**src/logic/rename_macros.svh**
```systemverilog
`ifndef RENAME_MACROS_SVH
`define RENAME_MACROS_SVH

// Ceiling log2, never narrower than one bit so a depth of one still has an index
`define RN_C2I(x) (((x) <= 1) ? 1 : $clog2(x))

// Width of one architectural register value
`define RN_DATA_WIDTH 32

// Number of architectural registers, register zero included
`define RN_NUM_REGS 32

// Number of reorder-buffer tags in flight at most
`define RN_ROB_DEPTH 16

// Index widths derived from the counts above
`define RN_REG_IDX_WIDTH `RN_C2I(`RN_NUM_REGS)
`define RN_ROB_IDX_WIDTH `RN_C2I(`RN_ROB_DEPTH)

`endif

```
**src/logic/rename_pkg.sv**
```systemverilog
`include "rename_macros.svh"

package rename_pkg;

    // Architectural register index
    typedef logic [`RN_REG_IDX_WIDTH-1:0] reg_idx_t;

    // Value held by one architectural register
    typedef logic [`RN_DATA_WIDTH-1:0] reg_data_t;

    // Reorder-buffer tag of an in-flight writer
    typedef logic [`RN_ROB_IDX_WIDTH-1:0] rob_tag_t;

    // Allocator occupancy, one bit wider than a tag so that full fits
    typedef logic [`RN_ROB_IDX_WIDTH:0] rob_count_t;

endpackage

```
**src/logic/rat_entry.sv**
```systemverilog
`timescale 1ns/1ps

module rat_entry (
    input  logic                  clk,
    input  logic                  i_rst_n,
    input  logic                  i_flush,

    // Rename of this register to a new in-flight writer
    input  logic                  i_rename_en,
    input  rename_pkg::rob_tag_t  i_rename_tag,

    // Retirement of a writer to this register
    input  logic                  i_retire_en,
    input  rename_pkg::reg_data_t i_retire_data,
    input  rename_pkg::rob_tag_t  i_retire_tag,

    output rename_pkg::reg_data_t o_data,
    output rename_pkg::rob_tag_t  o_tag,
    output logic                  o_rdy
);

    rename_pkg::reg_data_t data_q;
    rename_pkg::rob_tag_t  tag_q;
    logic                  rdy_q;
    logic                  tag_match;

    // Only the newest writer may mark the register ready again
    assign tag_match = (tag_q == i_retire_tag);

    // Committed data is written on every retire, even when a rename takes the tag
    always_ff @(posedge clk or negedge i_rst_n) begin
        if (!i_rst_n) begin
            data_q <= '0;
        end else if (i_retire_en && !i_flush) begin
            data_q <= i_retire_data;
        end
    end

    always_ff @(posedge clk or negedge i_rst_n) begin
        if (!i_rst_n) begin
            tag_q <= '0;
        end else if (i_rename_en && !i_flush) begin
            tag_q <= i_rename_tag;
        end
    end

    // Flush dominates, then a rename clears ready, then a matching retire sets it
    always_ff @(posedge clk or negedge i_rst_n) begin
        if (!i_rst_n) begin
            rdy_q <= 1'b1;
        end else if (i_flush) begin
            rdy_q <= 1'b1;
        end else if (i_rename_en) begin
            rdy_q <= 1'b0;
        end else if (i_retire_en && tag_match) begin
            rdy_q <= 1'b1;
        end
    end

    assign o_data = data_q;
    assign o_tag  = tag_q;
    assign o_rdy  = rdy_q;

endmodule

```
**src/logic/rat.sv**
```systemverilog
`timescale 1ns/1ps

`include "rename_macros.svh"

module rat (
    input  logic                  clk,
    input  logic                  i_rst_n,

    // Marks every register ready, stale tags are forgotten
    input  logic                  i_flush,

    // Tag update for the destination of a renamed instruction
    input  logic                  i_rename_en,
    input  rename_pkg::reg_idx_t  i_rename_rdst,
    input  rename_pkg::rob_tag_t  i_rename_tag,

    // Committed value from the oldest retiring instruction
    input  logic                  i_retire_en,
    input  rename_pkg::reg_idx_t  i_retire_rdst,
    input  rename_pkg::reg_data_t i_retire_data,
    input  rename_pkg::rob_tag_t  i_retire_tag,

    // Two source operand lookups
    input  rename_pkg::reg_idx_t  i_lookup_rsrc [0:1],
    output logic [1:0]            o_lookup_rdy,
    output rename_pkg::reg_data_t o_lookup_data [0:1],
    output rename_pkg::rob_tag_t  o_lookup_tag [0:1]
);

    localparam int NUM_REGS = `RN_NUM_REGS;

    rename_pkg::reg_data_t entry_data [0:NUM_REGS-1];
    rename_pkg::rob_tag_t  entry_tag [0:NUM_REGS-1];
    logic [NUM_REGS-1:0]   entry_rdy;

    logic [NUM_REGS-1:0]   rename_sel;
    logic [NUM_REGS-1:0]   retire_sel;

    // One-hot write selects, gated by their strobes
    assign rename_sel = {NUM_REGS{i_rename_en}} & ({{(NUM_REGS-1){1'b0}}, 1'b1} << i_rename_rdst);
    assign retire_sel = {NUM_REGS{i_retire_en}} & ({{(NUM_REGS-1){1'b0}}, 1'b1} << i_retire_rdst);

    // Register zero has no storage and always reads as a ready zero
    assign entry_data[0] = '0;
    assign entry_tag[0]  = '0;
    assign entry_rdy[0]  = 1'b1;

    genvar reg_i;
    generate
        for (reg_i = 1; reg_i < NUM_REGS; reg_i++) begin : g_entry
            rat_entry entry_i (
                .clk           (clk),
                .i_rst_n       (i_rst_n),
                .i_flush       (i_flush),
                .i_rename_en   (rename_sel[reg_i]),
                .i_rename_tag  (i_rename_tag),
                .i_retire_en   (retire_sel[reg_i]),
                .i_retire_data (i_retire_data),
                .i_retire_tag  (i_retire_tag),
                .o_data        (entry_data[reg_i]),
                .o_tag         (entry_tag[reg_i]),
                .o_rdy         (entry_rdy[reg_i])
            );
        end
    endgenerate

    // The tag is always the stored one, so a consumer that missed the
    // bypass can still match the result on the same tag later
    always_comb begin
        for (int port = 0; port < 2; port++) begin
            rename_pkg::reg_idx_t src;
            logic                 bypass;

            src = i_lookup_rsrc[port];

            // A not-ready source whose newest writer retires this cycle
            // takes the retiring data straight away
            bypass = i_retire_en
                     && !entry_rdy[src]
                     && (entry_tag[src] == i_retire_tag)
                     && (i_retire_rdst == src);

            o_lookup_rdy[port]  = entry_rdy[src] | bypass;
            o_lookup_data[port] = bypass ? i_retire_data : entry_data[src];
            o_lookup_tag[port]  = entry_tag[src];
        end
    end

endmodule

```
**src/logic/rob_tag_allocator.sv**
```systemverilog
`timescale 1ns/1ps

`include "rename_macros.svh"

module rob_tag_allocator (
    input  logic                 clk,
    input  logic                 i_rst_n,
    input  logic                 i_flush,

    // Raw requests from the front end and the commit stage
    input  logic                 i_rename_en,
    input  logic                 i_retire_en,

    // Qualified strobes and the tags that go with them
    output logic                 o_rename_fire,
    output rename_pkg::rob_tag_t o_rename_tag,
    output logic                 o_retire_fire,
    output rename_pkg::rob_tag_t o_retire_tag,
    output logic                 o_full
);

    localparam int DEPTH = `RN_ROB_DEPTH;

    rename_pkg::rob_tag_t   head_q;
    rename_pkg::rob_tag_t   tail_q;
    rename_pkg::rob_count_t count_q;
    logic                   full;
    logic                   empty;
    logic                   rename_fire;
    logic                   retire_fire;

    // Next pointer with an explicit wrap, so any depth works
    function automatic rename_pkg::rob_tag_t next_tag(input rename_pkg::rob_tag_t tag);
        if (tag == rename_pkg::rob_tag_t'(DEPTH - 1)) begin
            return '0;
        end
        return tag + 1'b1;
    endfunction

    assign full  = (count_q == rename_pkg::rob_count_t'(DEPTH));
    assign empty = (count_q == '0);

    // A flush cycle drops both requests
    assign rename_fire = i_rename_en && !full && !i_flush;
    assign retire_fire = i_retire_en && !empty && !i_flush;

    always_ff @(posedge clk or negedge i_rst_n) begin
        if (!i_rst_n) begin
            head_q <= '0;
            tail_q <= '0;
        end else if (i_flush) begin
            head_q <= '0;
            tail_q <= '0;
        end else begin
            if (rename_fire) begin
                tail_q <= next_tag(tail_q);
            end
            if (retire_fire) begin
                head_q <= next_tag(head_q);
            end
        end
    end

    // Allocate and free in one cycle leave the count unchanged
    always_ff @(posedge clk or negedge i_rst_n) begin
        if (!i_rst_n) begin
            count_q <= '0;
        end else if (i_flush) begin
            count_q <= '0;
        end else if (rename_fire && !retire_fire) begin
            count_q <= count_q + 1'b1;
        end else if (retire_fire && !rename_fire) begin
            count_q <= count_q - 1'b1;
        end
    end

    assign o_rename_fire = rename_fire;
    assign o_rename_tag  = tail_q;
    assign o_retire_fire = retire_fire;
    // Retirement is in order, so the oldest live tag is the one retiring
    assign o_retire_tag  = head_q;
    assign o_full        = full;

endmodule

```
**src/logic/rename_unit.sv**
```systemverilog
`timescale 1ns/1ps

module rename_unit (
    input  logic                  clk,
    input  logic                  i_rst_n,
    input  logic                  i_flush,

    // Rename request, held by the front end while stalled
    input  logic                  i_rename_en,
    input  rename_pkg::reg_idx_t  i_rename_rdst,
    output rename_pkg::rob_tag_t  o_rename_tag,
    output logic                  o_rename_stall,

    // Retire request, always for the oldest allocated tag
    input  logic                  i_retire_en,
    input  rename_pkg::reg_idx_t  i_retire_rdst,
    input  rename_pkg::reg_data_t i_retire_data,

    // Source operand lookups
    input  rename_pkg::reg_idx_t  i_lookup_rsrc [0:1],
    output logic [1:0]            o_lookup_rdy,
    output rename_pkg::reg_data_t o_lookup_data [0:1],
    output rename_pkg::rob_tag_t  o_lookup_tag [0:1]
);

    logic                 rename_fire;
    rename_pkg::rob_tag_t rename_tag;
    logic                 retire_fire;
    rename_pkg::rob_tag_t retire_tag;

    // Hands out tags in order and qualifies both requests
    rob_tag_allocator alloc_i (
        .clk           (clk),
        .i_rst_n       (i_rst_n),
        .i_flush       (i_flush),
        .i_rename_en   (i_rename_en),
        .i_retire_en   (i_retire_en),
        .o_rename_fire (rename_fire),
        .o_rename_tag  (rename_tag),
        .o_retire_fire (retire_fire),
        .o_retire_tag  (retire_tag),
        .o_full        (o_rename_stall)
    );

    // The tag is shown even while stalled, it is only taken when the rename fires
    assign o_rename_tag = rename_tag;

    // Alias table sees only accepted renames and retires
    rat rat_i (
        .clk           (clk),
        .i_rst_n       (i_rst_n),
        .i_flush       (i_flush),
        .i_rename_en   (rename_fire),
        .i_rename_rdst (i_rename_rdst),
        .i_rename_tag  (rename_tag),
        .i_retire_en   (retire_fire),
        .i_retire_rdst (i_retire_rdst),
        .i_retire_data (i_retire_data),
        .i_retire_tag  (retire_tag),
        .i_lookup_rsrc (i_lookup_rsrc),
        .o_lookup_rdy  (o_lookup_rdy),
        .o_lookup_data (o_lookup_data),
        .o_lookup_tag  (o_lookup_tag)
    );

endmodule

```
**config.mk**
```make
export PLATFORM = sky130hd
export DESIGN_NAME = rename_unit
export DESIGN_NICKNAME = d
export VERILOG_FILES = /design/src/logic/rename_pkg.sv /design/src/logic/rat_entry.sv /design/src/logic/rat.sv /design/src/logic/rob_tag_allocator.sv /design/src/logic/rename_unit.sv
export VERILOG_INCLUDE_DIRS = /design/src /design/src/logic
export SDC_FILE = /design/constraint.sdc
export NUM_CORES = 2
export LEC_CHECK = 0
export ABC_CLOCK_PERIOD_IN_PS = 12850
export BUFFER_PORTS_ARGS = -buffer_cell sky130_fd_sc_hd__buf_2
export CAP_MARGIN = 20
export CORE_MARGIN = 8
export CORE_UTILIZATION = 40
export CTS_BUF_LIST = sky130_fd_sc_hd__clkbuf_4 sky130_fd_sc_hd__clkbuf_8
export CTS_CLUSTER_DIAMETER = 80
export DETAILED_ROUTE_END_ITERATION = 10
export GPL_TIMING_DRIVEN = 0
export SLEW_MARGIN = 20
export SYNTH_ARGS = -nofsm -noshare
export SYNTH_HDL_FRONTEND = slang
export SYNTH_SLANG_ARGS = --single-unit
```
**constraint.sdc**
```tcl
create_clock -name clk -period 12.85 [get_ports clk]
set_input_delay 2.57 -clock clk [delete_from_list [all_inputs] [get_ports clk]]
set_output_delay 2.57 -clock clk [all_outputs]
set_load 0.01 [all_outputs]
```
==> flow_metrics.py <==
metrics = {
    "global_routing": {
        "track_usage_pct": 26.4,
        "grt_max_degree": 138,
        "grt_pass1_wl_um": 332000,
        "grt.overflow.total": 0,
        "grt_pass1_vias": 45000,
        "grt_antenna_before_repair": 14,
    },
    "synth": {
        "ys_seq_area_share_pct": 45.0,
        "synth_cell_types": 59,
        "synthFlopType": "dfrtp_1",
        "synth_edf_count": 0,
        "ys_ff_latch": 1160,
        "syn_area_um2": 64600,
        "yosys_warnings": 0,
        "avgSynthCellArea_um2": 15.1,
        "synth_async_sr_flop_share_pct": 100,
        "synth_nets": 4331,
        "syn_inst": 4267,
    },
    "sta": {
        "fmax_mhz": 92.2,
        "final.setup.worst_slack_ps": 2000,
        "whs_ps": 522,
        "report.final.hold_viol_count": 0,
        "skew_ps": 41.9,
        "slew_headroom_pct": 16.6,
        "finalCritPeriodShare_pct": 84.4,
        "rsz0062_at_grt": "false",
        "drv_slew": 0,
        "finalSetupTns_ps": 0,
        "finalSetupViolCount": 0,
        "worstMarginPinSlew_ps": 1250,
        "fin_crit_ps": 10850,
    },
    "hold_path": {
        "worstHoldPathType": "reg2reg",
    },
    "floorplanning": {
        "die_h_um": 418,
        "num_rows": 147,
        "fp.dieW_um": 418,
        "io_pins": 136,
        "die-area_um2": 175000,
        "initial_core_util_pct": 40.2,
        "fp.coreArea_um2": 161000,
    },
    "power_and_ir_drop": {
        "p_int_uw": 8110,
        "cellPowerDensity_nw_per_um2": 156,
        "combPwrFrac_pct": 23.0,
        "clockPowerShare_pct": 34.3,
        "p_sw_uw": 3300,
        "p_sw_share_pct": 28.9,
        "peakVddDrop_v": 0.000107,
        "p_leak_uw": 0.0330,
        "seqPwrFrac_pct": 42.8,
    },
    "cts": {
        "clkSinkCount": 1160,
        "clockRootBuffer": "clkbuf_8",
        "cts_setup_buffers": 0,
        "ctsHtreeMaxLevel": 4,
        "clock_latency_ps": 970,
        "cts_buffer_depth": 3,
        "cts_tree": "built",
        "cts_resized": 0,
        "numCtsBuffers": 204,
        "path_clk_slew_ps": 60,
        "postCtsHoldBufs": 0,
    },
    "drt": {
        "vias": 43700,
        "routed_wl_um": 233000,
        "viasPerCell": 6.27,
        "wl_per_cell_um": 33.5,
        "drc": 0,
        "final_antenna_net_count": 0,
        "first_iter_violations": 4570,
        "drt_pre_antenna_iters": 6,
    },
    "place": {
        "io_buffer_count": 132,
        "dp.cells": 6574,
        "dp_hpwl_um": 161000,
        "post-place-ws_ps": 2120,
        "gp_congestion": 0.967,
    },
    "worst_setup_path": {
        "end_kind": "output port",
        "crit_type": "in2out",
        "cp_data_required_time_ps": 10280,
        "cp_max_fo": 10,
        "critPathLaunchType": "input port",
        "critPathArrivalTime_ps": 8280,
    },
    "finish": {
        "drive_above_1_share_pct": 55.3,
        "fill_cells": 14300,
        "utilization_pct": 45.6,
        "syn_to_final_growth_pct": 13.3,
        "instances_no_fill": 6965,
        "multi_input_area_um2": 33800,
        "layout.nets": 4685,
        "register_area_um2": 29100,
    },
    "job": {
        "cap_violations": 0,
    },
    "status": {
        "status": "finished, final reports clean",
    },
}
-- stage by stage --
step / instance area, um^2 / power, uW
after detailed placement: 68500 / 7520
final: 73200 / 11400
after global routing: 73200 / 11900
after CTS: 73200 / 11400
after global placement: 68000 / 7420
after floorplan: 64600 / 6640
-- per-layer routing --
metal / GRT usage (%) / vias up / wire length [um] / part of all wire [%]
li1: - / 17200 / - / -
met1: 34.6 / 23600 / 94200 / 40
met2: 40.1 / 2201 / 105000 / 45
met4: 14.2 / 6 / 14600 / 6.2
met5: 0.191 / - / 80 / 0.034
met3: 7.07 / 601 / 19500 / 8.3
-- area by class of cell --
class / instances / area share, %
repair buffers: 148 / 1.35
clock inverters: 39 / 0.660
well taps: 2160 / 3.69
plain buffers: 437 / 2.53
multi-input cells: 2661 / 46.2
inverters: 9 / 0.0461
clock buffers: 340 / 5.76
diodes: 11 / 0.0376
flip-flops and latches: 1160 / 39.7
-- synth_stat cells (9+ instances only) --
cell type,instances,area [um^2]
dfstp_2,31,815
o31a_1,9,78.8
nand3_1,12,60.1
xnor2_1,60,526
a21oi_1,36,180
a22o_1,64,561
inv_1,9,33.8
nand2_1,63,236
mux2i_1,27,270
buf_1,31,116
nand2b_1,9,56.3
clkbuf_1,339,1270
nand3b_1,9,67.6
nor2_1,168,631
dfrtp_1,1129,28300
buf_2,63,315
mux4_2,637,14300
a211oi_1,20,150
mux2_4,29,435
nor2b_1,14,87.6
nor3_1,15,75.1
xor2_1,85,744
nor4_1,24,150
mux2_2,1262,14200
nand4_1,17,106
-- layout by cell type, fill, tap and decap left out, types with 36 or more instances in the layout --
master,synthesis,routed
nand2_1,63,63
clkbuf_8,0,266
mux4_2,637,637
buf_2,63,208
clkbuf_1,339,271
xor2_1,85,85
a21oi_1,36,36
a22o_1,64,64
dfrtp_1,1129,1129
mux2_2,1262,1262
clkbuf_4,0,74
xnor2_1,60,60
clkbuf_2,0,69
nor2_1,168,168
-- cells by family after synthesis --
| group | share of synthesized area [%] |
|---|---|
| mux | 45.3 |
| flops | 45.0 |
| buf+inv | 2.76 |
| simple gates | 2.76 |
| compound gates | 2.11 |
| xor+xnor | 1.97 |
| fa+ha+maj | 0.147 |
-- flip-flops by register name, summed over array words and instances (netlist names) --
signal                        count
rat_i.g_entry.entry_i.o_tag     124
alloc_i.count_q                   5
rat_i.g_entry.entry_i.o_rdy      31
alloc_i.o_rename_tag              4
rat_i.g_entry.entry_i.o_data    992
alloc_i.o_retire_tag              4
-- power groups by stage --
stage	Sequential [uW]	Clock, uW	Combinational (uW)
CTS	4860	3960	2610
floorplan	4740	0	1900
detailed placement	4920	0	2600
finish	4880	3910	2620
global route	4970	4120	2770
global placement	4870	0	2540
-- final timing paths --
check                                                                        end  slack [ps]  cells after the start                                       startpoint
worst min register to register   rat_i.g_entry[11].entry_i.o_data[4]$_DFFE_PN0P_         520                      1  rat_i.g_entry[11].entry_i.o_data[4]$_DFFE_PN0P_
max in group asynchronous        rat_i.g_entry[20].entry_i.o_data[7]$_DFFE_PN0P_        8940                      4                                          i_rst_n
worst max-delay path                                           o_lookup_data[54]        2000                     12                                 i_lookup_rsrc[6]
worst min-delay path             rat_i.g_entry[11].entry_i.o_data[4]$_DFFE_PN0P_         520                      1  rat_i.g_entry[11].entry_i.o_data[4]$_DFFE_PN0P_
min in group asynchronous        rat_i.g_entry[6].entry_i.o_data[26]$_DFFE_PN0P_        1660                      1                                          i_rst_n
worst max register to register  rat_i.g_entry[28].entry_i.o_data[26]$_DFFE_PN0P_        8390                      8                   alloc_i.count_q[1]$_DFFE_PN0P_
-- worst max-delay path, cell delays in order --
cell and delay, ps:
buf_2 120, buf_2 360, buf_1 800, clkbuf_1 960, buf_1 790, clkbuf_1 970, mux4_2 450, mux4_2 470
nor2_1 220, nor2_1 130, mux2_2 280, buf_2 140
(Power assumes the default switching activity.)
